`config.mk`:
```
export PLATFORM = sky130hd
export DESIGN_NAME = an_clause37_top
export DESIGN_NICKNAME = d
export VERILOG_FILES = /design/src/common/an_pkg.sv /design/src/common/an_rx_status_if.sv /design/src/hw/an_rx/an_rx_decode.sv /design/src/hw/an_rx/an_match_detect.sv /design/src/hw/link_timer.sv /design/src/hw/an_arbitration.sv /design/src/hw/an_tx_encode.sv /design/src/hw/an_clause37_top.sv
export SDC_FILE = /design/constraint.sdc
export NUM_CORES = 1
export LEC_CHECK = 0
export ABC_AREA = 1
export BUFFER_PORTS_ARGS = -buffer_cell sky130_fd_sc_hd__clkbuf_2
export CORE_ASPECT_RATIO = 0.9
export CORE_MARGIN = 5
export CORE_UTILIZATION = 35
export CTS_CLUSTER_SIZE = 8
export DETAILED_ROUTE_END_ITERATION = 12
export PLACE_DENSITY = 0.52
export SLEW_MARGIN = 0
export SYNTH_ARGS = -nofsm -noshare
export SYNTH_HDL_FRONTEND = slang
export SYNTH_SLANG_ARGS = --single-unit
```
`constraint.sdc`:
```
create_clock -name clk -period 2.4 [get_ports clk]
set_input_delay 0 -clock clk [delete_from_list [all_inputs] [get_ports clk]]
set_output_delay 0 -clock clk [all_outputs]
set_load 0.05 [all_outputs]
```
`src/common/an_pkg.sv`:
```
//////////////////////////////////////////////////
// Clause 37 auto-negotiation shared definitions
// Code-group bytes, config word layout, FSM types
//////////////////////////////////////////////////

package an_pkg;

  // Decoded code-group bytes used by the ordered sets
  localparam logic [7:0] k28_5 = 8'hbc;
  localparam logic [7:0] d21_5 = 8'hb5;
  localparam logic [7:0] d2_2  = 8'h42;
  localparam logic [7:0] d5_6  = 8'hc5;
  localparam logic [7:0] d16_2 = 8'h50;

  // Config register word as carried in C1/C2 ordered sets
  //   15 NP, 14 ACK, 13:12 RF, 8:7 PS, 6 HD, 5 FD
  typedef logic [15:0] config_reg_t;

  localparam int cfg_ack_bit = 14;

  // Transmit mode requested from the encoder
  typedef enum logic [1:0] {
    xmit_idle          = 2'd0,
    xmit_configuration = 2'd1,
    xmit_data          = 2'd2
  } xmit_t;

  // Arbitration states
  typedef enum logic [3:0] {
    an_enable               = 4'd0,
    an_restart              = 4'd1,
    an_disable_link_ok      = 4'd2,
    ability_detect          = 4'd3,
    ability_detect_wait     = 4'd4,
    acknowledge_detect      = 4'd5,
    acknowledge_detect_wait = 4'd6,
    complete_acknowledge    = 4'd7,
    idle_detect             = 4'd8,
    link_ok                 = 4'd9
  } an_state_t;

endpackage

```
`src/common/an_rx_status_if.sv`:
```
//////////////////////////////////////////////////
// Receive status between decoder, match logic and
// the arbitration FSM
//////////////////////////////////////////////////

`timescale 1ns/1ps

interface an_rx_status_if ();
  import an_pkg::*;

  // From the ordered-set decoder
  logic        cfg_stb;
  config_reg_t cfg_word;
  logic        idle_stb;

  // From the match detectors
  logic ability_match;
  logic acknowledge_match;
  logic consistency_match;
  logic idle_match;

  // From arbitration
  logic clear_stb;
  logic capture_consistency;

  modport decode (output cfg_stb, cfg_word, idle_stb);

  modport match (
    input  cfg_stb, cfg_word, idle_stb, clear_stb, capture_consistency,
    output ability_match, acknowledge_match, consistency_match, idle_match
  );

  modport arb (
    input  cfg_word, ability_match, acknowledge_match, consistency_match, idle_match,
    output clear_stb, capture_consistency
  );

endinterface

```
`src/hw/an_rx/an_rx_decode.sv`:
```
//////////////////////////////////////////////////
// Received ordered-set decoder
// Finds C1/C2 and I1/I2, assembles config words
//////////////////////////////////////////////////

`timescale 1ns/1ps

module an_rx_decode (
  input logic          clk,
  input logic          mr_main_reset,
  input logic [7:0]    rx_byte,
  input logic          rx_is_k,
  an_rx_status_if.decode rx
);
  import an_pkg::*;

  typedef enum logic [1:0] {idle, got_k, cfg_low, cfg_high} dec_state_t;

  dec_state_t state;
  logic [7:0] low_byte;
  logic       is_k28_5;
  logic       is_cfg_marker;
  logic       is_idle_marker;

  assign is_k28_5       = rx_is_k && (rx_byte == k28_5);
  assign is_cfg_marker  = !rx_is_k && ((rx_byte == d21_5) || (rx_byte == d2_2));
  assign is_idle_marker = !rx_is_k && ((rx_byte == d5_6) || (rx_byte == d16_2));

  always_ff @(posedge clk) begin
    if (mr_main_reset) begin
      state       <= idle;
      rx.cfg_stb  <= 1'b0;
      rx.idle_stb <= 1'b0;
      rx.cfg_word <= '0;
    end else begin
      rx.cfg_stb  <= 1'b0;
      rx.idle_stb <= 1'b0;
      case (state)
        idle: begin
          if (is_k28_5) state <= got_k;
        end
        got_k: begin
          if (is_cfg_marker) begin
            state <= cfg_low;
          end else if (is_idle_marker) begin
            state       <= idle;
            rx.idle_stb <= 1'b1;
          end else if (is_k28_5) begin
            state <= got_k;  // back-to-back comma, keep the newer one
          end else begin
            state <= idle;
          end
        end
        cfg_low: begin
          state <= cfg_high;
        end
        cfg_high: begin
          rx.cfg_word <= {rx_byte, low_byte};
          rx.cfg_stb  <= 1'b1;
          state       <= idle;
        end
        default: state <= idle;
      endcase
    end
  end

  // Low config byte waits here until the high byte arrives
  always_ff @(posedge clk) begin
    if (state == cfg_low) low_byte <= rx_byte;
  end

  stb_exclusive: assert property (@(posedge clk) disable iff (mr_main_reset)
    !(rx.cfg_stb && rx.idle_stb));

endmodule

```
`src/hw/an_rx/an_match_detect.sv`:
```
//////////////////////////////////////////////////
// Ability, acknowledge, consistency and idle match
// detectors with their repeat counters
//////////////////////////////////////////////////

`timescale 1ns/1ps

module an_match_detect (
  input logic           clk,
  input logic           mr_main_reset,
  an_rx_status_if.match rx
);
  import an_pkg::*;

  config_reg_t prev_word;
  config_reg_t cons_word;
  config_reg_t cur_masked;
  config_reg_t prev_masked;
  logic [1:0]  ability_cnt;
  logic [1:0]  ack_cnt;
  logic [1:0]  idle_cnt;
  logic        ability_rpt;
  logic        ack_rpt;

  // Ability match compares words with the ack bit ignored
  always_comb begin
    cur_masked               = rx.cfg_word;
    cur_masked[cfg_ack_bit]  = 1'b0;
    prev_masked              = prev_word;
    prev_masked[cfg_ack_bit] = 1'b0;
  end

  assign ability_rpt = (cur_masked == prev_masked);
  assign ack_rpt     = rx.cfg_word[cfg_ack_bit] && (rx.cfg_word == prev_word);

  // Word history, kept across state transitions
  always_ff @(posedge clk) begin
    if (mr_main_reset) begin
      prev_word <= '0;
      cons_word <= '0;
    end else if (rx.cfg_stb) begin
      prev_word <= rx.cfg_word;
      // Consistency word is kept with the ack bit cleared
      if (rx.capture_consistency) cons_word <= cur_masked;
    end
  end

  always_ff @(posedge clk) begin
    if (mr_main_reset || rx.clear_stb) begin
      rx.ability_match     <= 1'b0;
      rx.acknowledge_match <= 1'b0;
      rx.consistency_match <= 1'b0;
      rx.idle_match        <= 1'b0;
      ability_cnt          <= 2'd0;
      ack_cnt              <= 2'd0;
      idle_cnt             <= 2'd0;
    end else begin
      if (rx.cfg_stb && !rx.ability_match) begin
        if (!ability_rpt) begin
          ability_cnt <= 2'd0;
        end else if (ability_cnt == 2'd2) begin
          ability_cnt      <= 2'd0;
          rx.ability_match <= 1'b1;
        end else begin
          ability_cnt <= ability_cnt + 2'd1;
        end
      end
      if (rx.cfg_stb && !rx.acknowledge_match) begin
        if (!ack_rpt) begin
          ack_cnt <= 2'd0;
        end else if (ack_cnt == 2'd2) begin
          ack_cnt              <= 2'd0;
          rx.acknowledge_match <= 1'b1;
          // Partner must still offer what it offered during ability detect
          rx.consistency_match <= (cur_masked == cons_word);
        end else begin
          ack_cnt <= ack_cnt + 2'd1;
        end
      end
      if (rx.idle_stb && !rx.idle_match) begin
        if (idle_cnt == 2'd2) begin
          idle_cnt      <= 2'd0;
          rx.idle_match <= 1'b1;
        end else begin
          idle_cnt <= idle_cnt + 2'd1;
        end
      end
    end
  end

  consistency_needs_ack: assert property (@(posedge clk) disable iff (mr_main_reset)
    $rose(rx.consistency_match) |-> rx.acknowledge_match);

endmodule

```
`src/hw/link_timer.sv`:
```
//////////////////////////////////////////////////
// One-shot link timer, done after a fixed count
//////////////////////////////////////////////////

`timescale 1ns/1ps

module link_timer #(
  parameter int link_timer_ticks = 1250000
) (
  input  logic clk,
  input  logic mr_main_reset,
  input  logic start_stb,
  output logic running,
  output logic done
);

  localparam int cnt_w = (link_timer_ticks > 1) ? $clog2(link_timer_ticks) : 1;
  localparam logic [cnt_w-1:0] last_cnt = cnt_w'(link_timer_ticks - 1);

  logic [cnt_w-1:0] count;

  // Count returns to zero when a period ends
  assign done = (count == last_cnt);

  always_ff @(posedge clk) begin
    if (mr_main_reset) begin
      running <= 1'b0;
      count   <= '0;
    end else if (!running) begin
      if (start_stb) running <= 1'b1;
    end else if (done) begin
      running <= 1'b0;
      count   <= '0;
    end else begin
      count <= count + 1'b1;
    end
  end

  done_while_running: assert property (@(posedge clk) disable iff (mr_main_reset)
    done |-> running);

endmodule

```
`src/hw/an_arbitration.sv`:
```
//////////////////////////////////////////////////
// Clause 37 arbitration FSM
// Chooses transmit mode and transmitted config word
//////////////////////////////////////////////////

`timescale 1ns/1ps

module an_arbitration #(
  parameter an_pkg::config_reg_t adv_ability = 16'h0020
) (
  input  logic                clk,
  input  logic                mr_main_reset,
  input  logic                los,
  an_rx_status_if.arb         rx,
  output logic                timer_start,
  input  logic                timer_running,
  input  logic                timer_done,
  output an_pkg::xmit_t       xmit,
  output an_pkg::config_reg_t tx_config,
  output logic                tx_restart,
  output logic                negotiating,
  output an_pkg::config_reg_t lacr_rx_val
);
  import an_pkg::*;

  localparam config_reg_t ack_mask = config_reg_t'(1) << cfg_ack_bit;

  an_state_t state;
  logic      timer_idle;
  logic      breaklink;

  // Start pending counts as busy, the timer sees the strobe one clock late
  assign timer_idle = !timer_running && !timer_start;
  assign breaklink  = rx.ability_match && (rx.cfg_word == '0);

  assign rx.capture_consistency = (state == ability_detect) || (state == ability_detect_wait);
  assign negotiating = (state != link_ok);
  assign lacr_rx_val = rx.cfg_word;

  always_ff @(posedge clk) begin
    if (mr_main_reset) begin
      state        <= an_enable;
      xmit         <= xmit_data;
      tx_config    <= '0;
      timer_start  <= 1'b0;
      tx_restart   <= 1'b0;
      rx.clear_stb <= 1'b0;
    end else begin
      timer_start  <= 1'b0;
      tx_restart   <= 1'b0;
      rx.clear_stb <= 1'b0;
      case (state)
        an_enable: begin
          tx_restart   <= 1'b1;
          rx.clear_stb <= 1'b1;
          if (los) begin
            xmit  <= xmit_data;
            state <= an_disable_link_ok;
          end else begin
            tx_config <= '0;
            xmit      <= xmit_configuration;
            state     <= an_restart;
          end
        end
        an_restart: begin
          // Breaklink is sent for a full link timer period
          if (timer_idle) begin
            timer_start <= 1'b1;
          end else if (timer_done) begin
            state        <= ability_detect;
            rx.clear_stb <= 1'b1;
          end
        end
        an_disable_link_ok: begin
          if (!los) begin
            state        <= an_enable;
            rx.clear_stb <= 1'b1;
          end
        end
        ability_detect: begin
          tx_config    <= adv_ability & ~ack_mask;
          state        <= ability_detect_wait;
          rx.clear_stb <= 1'b1;
        end
        ability_detect_wait: begin
          if (rx.ability_match) begin
            state        <= breaklink ? an_enable : acknowledge_detect;
            rx.clear_stb <= 1'b1;
          end
        end
        acknowledge_detect: begin
          tx_config <= tx_config | ack_mask;
          state     <= acknowledge_detect_wait;
        end
        acknowledge_detect_wait: begin
          if (breaklink || (rx.acknowledge_match && !rx.consistency_match)) begin
            state        <= an_enable;
            rx.clear_stb <= 1'b1;
          end else if (rx.acknowledge_match) begin
            state        <= complete_acknowledge;
            rx.clear_stb <= 1'b1;
          end
        end
        complete_acknowledge: begin
          if (timer_idle) begin
            timer_start <= 1'b1;
          end else if (breaklink) begin
            state        <= an_enable;
            rx.clear_stb <= 1'b1;
          end else if (timer_done) begin
            state        <= idle_detect;
            rx.clear_stb <= 1'b1;
          end
        end
        idle_detect: begin
          // Timer reruns until the partner's idles have been seen
          if (timer_idle) begin
            timer_start <= 1'b1;
            xmit        <= xmit_idle;
          end else if (breaklink) begin
            state        <= an_enable;
            rx.clear_stb <= 1'b1;
          end else if (timer_done && rx.idle_match) begin
            xmit         <= xmit_data;
            state        <= link_ok;
            rx.clear_stb <= 1'b1;
          end
        end
        link_ok: begin
          if (rx.ability_match) begin
            state        <= an_enable;
            rx.clear_stb <= 1'b1;
          end
        end
        default: state <= an_enable;
      endcase
    end
  end

  data_in_link_ok: assert property (@(posedge clk) disable iff (mr_main_reset)
    (state == link_ok) |-> (xmit == xmit_data));

endmodule

```
`src/hw/an_tx_encode.sv`:
```
//////////////////////////////////////////////////
// Transmit encoder, one byte per clock
// Config sets, alternating idle sets or data zeros
//////////////////////////////////////////////////

`timescale 1ns/1ps

module an_tx_encode (
  input  logic                clk,
  input  logic                mr_main_reset,
  input  an_pkg::xmit_t       xmit,
  input  an_pkg::config_reg_t tx_config,
  input  logic                restart_stb,
  output logic [7:0]          tx_byte,
  output logic                tx_is_k
);
  import an_pkg::*;

  xmit_t       xmit_q;
  config_reg_t word_q;
  logic [1:0]  byte_cnt;
  logic [1:0]  cur_cnt;
  logic        variant;
  logic        cur_var;
  logic        new_set;

  // A mode change or restart begins a fresh ordered set on this edge
  assign new_set = restart_stb || (xmit != xmit_q);
  assign cur_cnt = new_set ? 2'd0 : byte_cnt;
  assign cur_var = new_set ? 1'b0 : variant;

  always_ff @(posedge clk) begin
    if (mr_main_reset) begin
      xmit_q   <= xmit_data;
      byte_cnt <= 2'd0;
      variant  <= 1'b0;
      tx_byte  <= 8'h00;
      tx_is_k  <= 1'b0;
    end else begin
      xmit_q <= xmit;
      case (xmit)
        xmit_configuration: begin
          byte_cnt <= cur_cnt + 2'd1;
          tx_is_k  <= (cur_cnt == 2'd0);
          case (cur_cnt)
            2'd0: tx_byte <= k28_5;
            2'd1: begin
              tx_byte <= cur_var ? d21_5 : d2_2;
              variant <= ~cur_var;
            end
            2'd2: tx_byte <= word_q[7:0];
            default: tx_byte <= word_q[15:8];
          endcase
        end
        xmit_idle: begin
          // Two-byte sets, I1 and I2 alternate
          byte_cnt <= {1'b0, ~cur_cnt[0]};
          tx_is_k  <= !cur_cnt[0];
          if (!cur_cnt[0]) begin
            tx_byte <= k28_5;
          end else begin
            tx_byte <= cur_var ? d16_2 : d5_6;
            variant <= ~cur_var;
          end
        end
        default: begin
          byte_cnt <= 2'd0;
          variant  <= 1'b0;
          tx_byte  <= 8'h00;
          tx_is_k  <= 1'b0;
        end
      endcase
    end
  end

  // Word is sampled at the comma so both bytes come from one value
  always_ff @(posedge clk) begin
    if ((xmit == xmit_configuration) && (cur_cnt == 2'd0)) word_q <= tx_config;
  end

endmodule

```
`src/hw/an_clause37_top.sv`:
```
//////////////////////////////////////////////////
// Clause 37 auto-negotiation top level
//////////////////////////////////////////////////

`timescale 1ns/1ps

module an_clause37_top #(
  parameter int                  link_timer_ticks = 1250000,
  parameter an_pkg::config_reg_t adv_ability      = 16'h0020
) (
  input  logic                clk,
  input  logic                mr_main_reset,
  input  logic [7:0]          rx_byte,
  input  logic                rx_is_k,
  input  logic                los,
  output logic [7:0]          tx_byte,
  output logic                tx_is_k,
  output logic                negotiating,
  output an_pkg::config_reg_t lacr_rx_val
);
  import an_pkg::*;

  an_rx_status_if rx_if ();

  logic        timer_start;
  logic        timer_running;
  logic        timer_done;
  xmit_t       xmit;
  config_reg_t tx_config;
  logic        tx_restart;

  an_rx_decode u_an_rx_decode (
    .clk           (clk),
    .mr_main_reset (mr_main_reset),
    .rx_byte       (rx_byte),
    .rx_is_k       (rx_is_k),
    .rx            (rx_if)
  );

  an_match_detect u_an_match_detect (
    .clk           (clk),
    .mr_main_reset (mr_main_reset),
    .rx            (rx_if)
  );

  link_timer #(
    .link_timer_ticks (link_timer_ticks)
  ) u_link_timer (
    .clk           (clk),
    .mr_main_reset (mr_main_reset),
    .start_stb     (timer_start),
    .running       (timer_running),
    .done          (timer_done)
  );

  an_arbitration #(
    .adv_ability (adv_ability)
  ) u_an_arbitration (
    .clk           (clk),
    .mr_main_reset (mr_main_reset),
    .los           (los),
    .rx            (rx_if),
    .timer_start   (timer_start),
    .timer_running (timer_running),
    .timer_done    (timer_done),
    .xmit          (xmit),
    .tx_config     (tx_config),
    .tx_restart    (tx_restart),
    .negotiating   (negotiating),
    .lacr_rx_val   (lacr_rx_val)
  );

  an_tx_encode u_an_tx_encode (
    .clk           (clk),
    .mr_main_reset (mr_main_reset),
    .xmit          (xmit),
    .tx_config     (tx_config),
    .restart_stb   (tx_restart),
    .tx_byte       (tx_byte),
    .tx_is_k       (tx_is_k)
  );

endmodule

```
==> results.md <==
- Status: completed
- Total negative slack: 0 ns
- Largest net degree at the start of global routing: 37
- CTS tree: built
- Worst Setup EP: u_link_timer.count[17]
- Worst setup SP type: flop
- Worst-path clk slew: ~0.050 ns
- Critical Path Max Stage Delay: around 0.37 ns
- Setup repair after global routing missed its margin: false
- Worst slew pin tran: approximately 0.80 ns
- Cells after Synth: about 740
- CP required: between 2 and 3 ns
- Hold Vio Cnt, Final: 0
- Initial Util: a little over a third
- WS Path Type: reg2reg
- Vias/cell: 4.81
- DRC Markers: 0
- Slew Viols, Final: 0
- Setup-failing EPs final: 0
- Clock Sinks: between 100 and 150
- Htree depth: 4
- Synth area leader: dfxtp_1
- Footprint of the multi-input gates: approximately 2600 um^2
- Largest fanout on the critical path: 10
- Synth top area cells: dfxtp_1 39%, nand2_1 8.8%, nor2_1 8.7%
- First-pass GRT wire length: between 20000 and 25000 um
- Hold Crit Class: in2reg
- Setup ws final: between 0.5 and 0.6 ns
- Pre-CTS WS: ~0.59 ns
- Syn Area/Cell: 7.48 um^2
- Tcrit/Tclk final: around 75%
- WP buf/inv: 1
- Reg2Reg Launch Point: u_link_timer.count[0]
- CP endpoint kind: flop
- Cells along the critical path: ha_1, nand2_2, nor2_2, nand3_1, nor2_2, and2_1, nand2_1, nand2_2, inv_2, and3_1
- Synth top area share: roughly two fifths
- Most used DFF post-synth: dfxtp_1
- Grt total ovfl: 0
- Longest Clk Path Bufs: 2
- Share of cells above drive strength 1: between 10 and 15%
- Arrival @ worst endpoint: between 2 and 2.5 ns
- Worst rel slew slack: a little under half
- RR Endpoint: u_link_timer.count[17]
- Detailed Place HPWL: 9260 um
- Die Area: between 15000 and 20000 um^2
- Cells on worst reg2reg path: 10
- Clk_lat worst skew: 0.41 ns
- Final min period: roughly 1.8 ns
- Via Count: ~4800
- Post-CTS Resized: 0
- Drt first pass iters: 5
- Max-cap violations: 0
- Fillers: 1547
- Number of synthesized flops with an enable pin: 10
- Flop2flop setup slack: around 0.6 ns
- Distinct cells, synth: 44
- Top-count cell post-synth: nand2_1
- Core Area: between 15000 and 20000 um^2
- CP Depth: 10
- Per-cell routed wire length: between 10 and 15 um
- Ant diodes: 0
- Placer Congestion: 0.942
- Post-synth ARST share: 0%
- Die height: between 100 and 150 um
- Synthesized net count: 748
- Slowest cell on crit path: dfxtp_1
- Crit path launch: u_link_timer.count[0]
- IO Count: 38
- Vias in the first global route: roughly 4600
- Antenna Nets Post-Route: 0
- Synth warn: 0
- Leak: around 0.0026 uW
- Top cell types by occurrence after synthesis: 129 x nand2_1, 128 x nor2_1, 106 x dfxtp_1
- Initial DRC count: roughly 280
- Max IR drop VDD: ~0.00050 V
- Max Fclk: 554 MHz
- Pwr/cell area: between 800 and 900 nW/um^2
- Worst Skew: about 0.010 ns
- Fin nets: between 700 and 800
- Register area: approximately 2400 um^2
- Total track usage: 15.0%
- TritonCTS Buffers: 17
- Initial antenna violation count: 0
- Sequential area share after synthesis: between 40% and 50%
- Drt total wl: approximately 13000 um
- Die width: between 100 and 150 um
- PortBufs: 37
- Yosys reg bits: around 120
- Area growth from synthesis to layout: 18.2%
- Synthesized area: between 5000 and 6000 um^2
- Std-Cell Rows: 43
- Root buffer cell: clkbuf_16
- Delay-heaviest family, CP: simple AND/OR/NAND/NOR gates
==> routing by layer <==
metal	part of all wire, %	GRT usage (%)	up-vias
met5	0	0	-
met4	0.81	5.08	0
met3	5.4	5.54	8
met2	47	24.1	99
met1	47	18.8	2192
li1	-	-	2479
==> worst min-delay path by stage <==
stage / cells past startpoint / slack (ns) / to / start
floorplan: 0 / 0.1 / u_an_rx_decode.low_byte[0] / rx_byte[0]
global placement: 1 / 0.22 / u_an_rx_decode.low_byte[6] / rx_byte[6]
detailed placement: 1 / 0.22 / u_an_rx_decode.low_byte[6] / rx_byte[6]
CTS: 3 / 0.13 / u_an_rx_decode.rx.cfg_stb / mr_main_reset
global route: 3 / 0.16 / u_an_tx_encode.variant / mr_main_reset
finish: 3 / 0.14 / u_an_rx_decode.rx.cfg_stb / mr_main_reset
==> flip-flops by register name, indices dropped and copies added (netlist names), 2 cells and up, named ones only <==
signal                         flops
u_an_arbitration.state             4
u_an_arbitration.tx_config         2
u_an_arbitration.xmit              2
u_an_match_detect.ability_cnt      2
u_an_match_detect.ack_cnt          2
u_an_match_detect.cons_word       15
u_an_match_detect.idle_cnt         2
u_an_match_detect.prev_word       16
u_an_rx_decode.low_byte            8
u_an_rx_decode.rx.cfg_word        16
u_an_tx_encode.byte_cnt            2
u_an_tx_encode.tx_byte             6
u_an_tx_encode.word_q              2
u_an_tx_encode.xmit_q              2
u_link_timer.count                21
==> worst register-to-register path: stages (launching register included) <==
cell and delay [ns]:
dfxtp_1 0.37, ha_1 0.22, nand2_2 0.09, nor2_2 0.12
nand3_1 0.10, nor2_2 0.13, and2_1 0.17, nand2_1 0.07
nand2_2 0.19, inv_2 0.09, and3_1 0.17
==> placed cells by master, fill, tap and decap left out, types with 2 or more instances in the layout <==
master / count
dfxtp_1: 106
clkinvlp_4: 2
xor2_1: 14
o21ai_0: 41
o211ai_1: 2
edfxtp_1: 10
clkbuf_2: 37
nor3b_1: 4
inv_1: 62
dlygate4sd3_1: 10
bufinv_16: 2
nand2_1: 129
a21oi_1: 58
nor3_1: 15
nor2_2: 9
nand3_2: 3
nand4_1: 20
nor2_4: 3
buf_4: 7
clkbuf_16: 17
nand3_1: 31
nor2_1: 128
a211oi_2: 5
xnor2_1: 24
nor3_2: 2
clkbuf_1: 3
clkinv_4: 2
clkinv_2: 3
nor3_4: 2
nand2_2: 6
clkbuf_8: 2
o21bai_1: 2
inv_2: 9
a211oi_1: 6
==> metrics by stage <==
step	area [um^2]	instances	hold WS (ns)	util [%]	total power [uW]
floorplan	5500	735	0.0989	-	2900
global placement	5830	952	0.218	37.7	3090
global route	6500	993	0.161	42.1	5780
detailed placement	5830	952	0.216	37.7	3080
CTS	6500	993	0.130	42.1	5550
finish	6500	993	0.143	42.1	5490
==> kinds of logic after synthesis <==
kind of cell | after synthesis | synth area share (%)
AOI/OAI and AO/OA | 122 | 12.7
xor gates and xnor gates | 38 | 6.05
adders and majority gates | 1 | 0.227
buffers and inverters | 101 | 7.85
DFF | 116 | 44.1
and+or+nand+nor | 357 | 29.1
==> repair_timing <==
item                                    CTS  global route
setup buffers                             0             0
endpoints found under the setup margin    0             0
hold buffers                             10             0
endpoints found under the hold margin    20             0
==> where the power goes <==
part,internal [uW],switching [uW]
combinational,283,643
sequential,2050,86.0
clock,1570,863
total,3900,1590
==> area by class of cell <==
type                       count  area share (%)
inverter                      72            4.16
clock buffer                  22            7.14
timing repair buffer          54            5.20
tap                          202            3.89
multi-input combinational    518            40.7
clock inverter                 9            1.66
sequential                   116            37.3
Power figures use the tool's default switching activity.
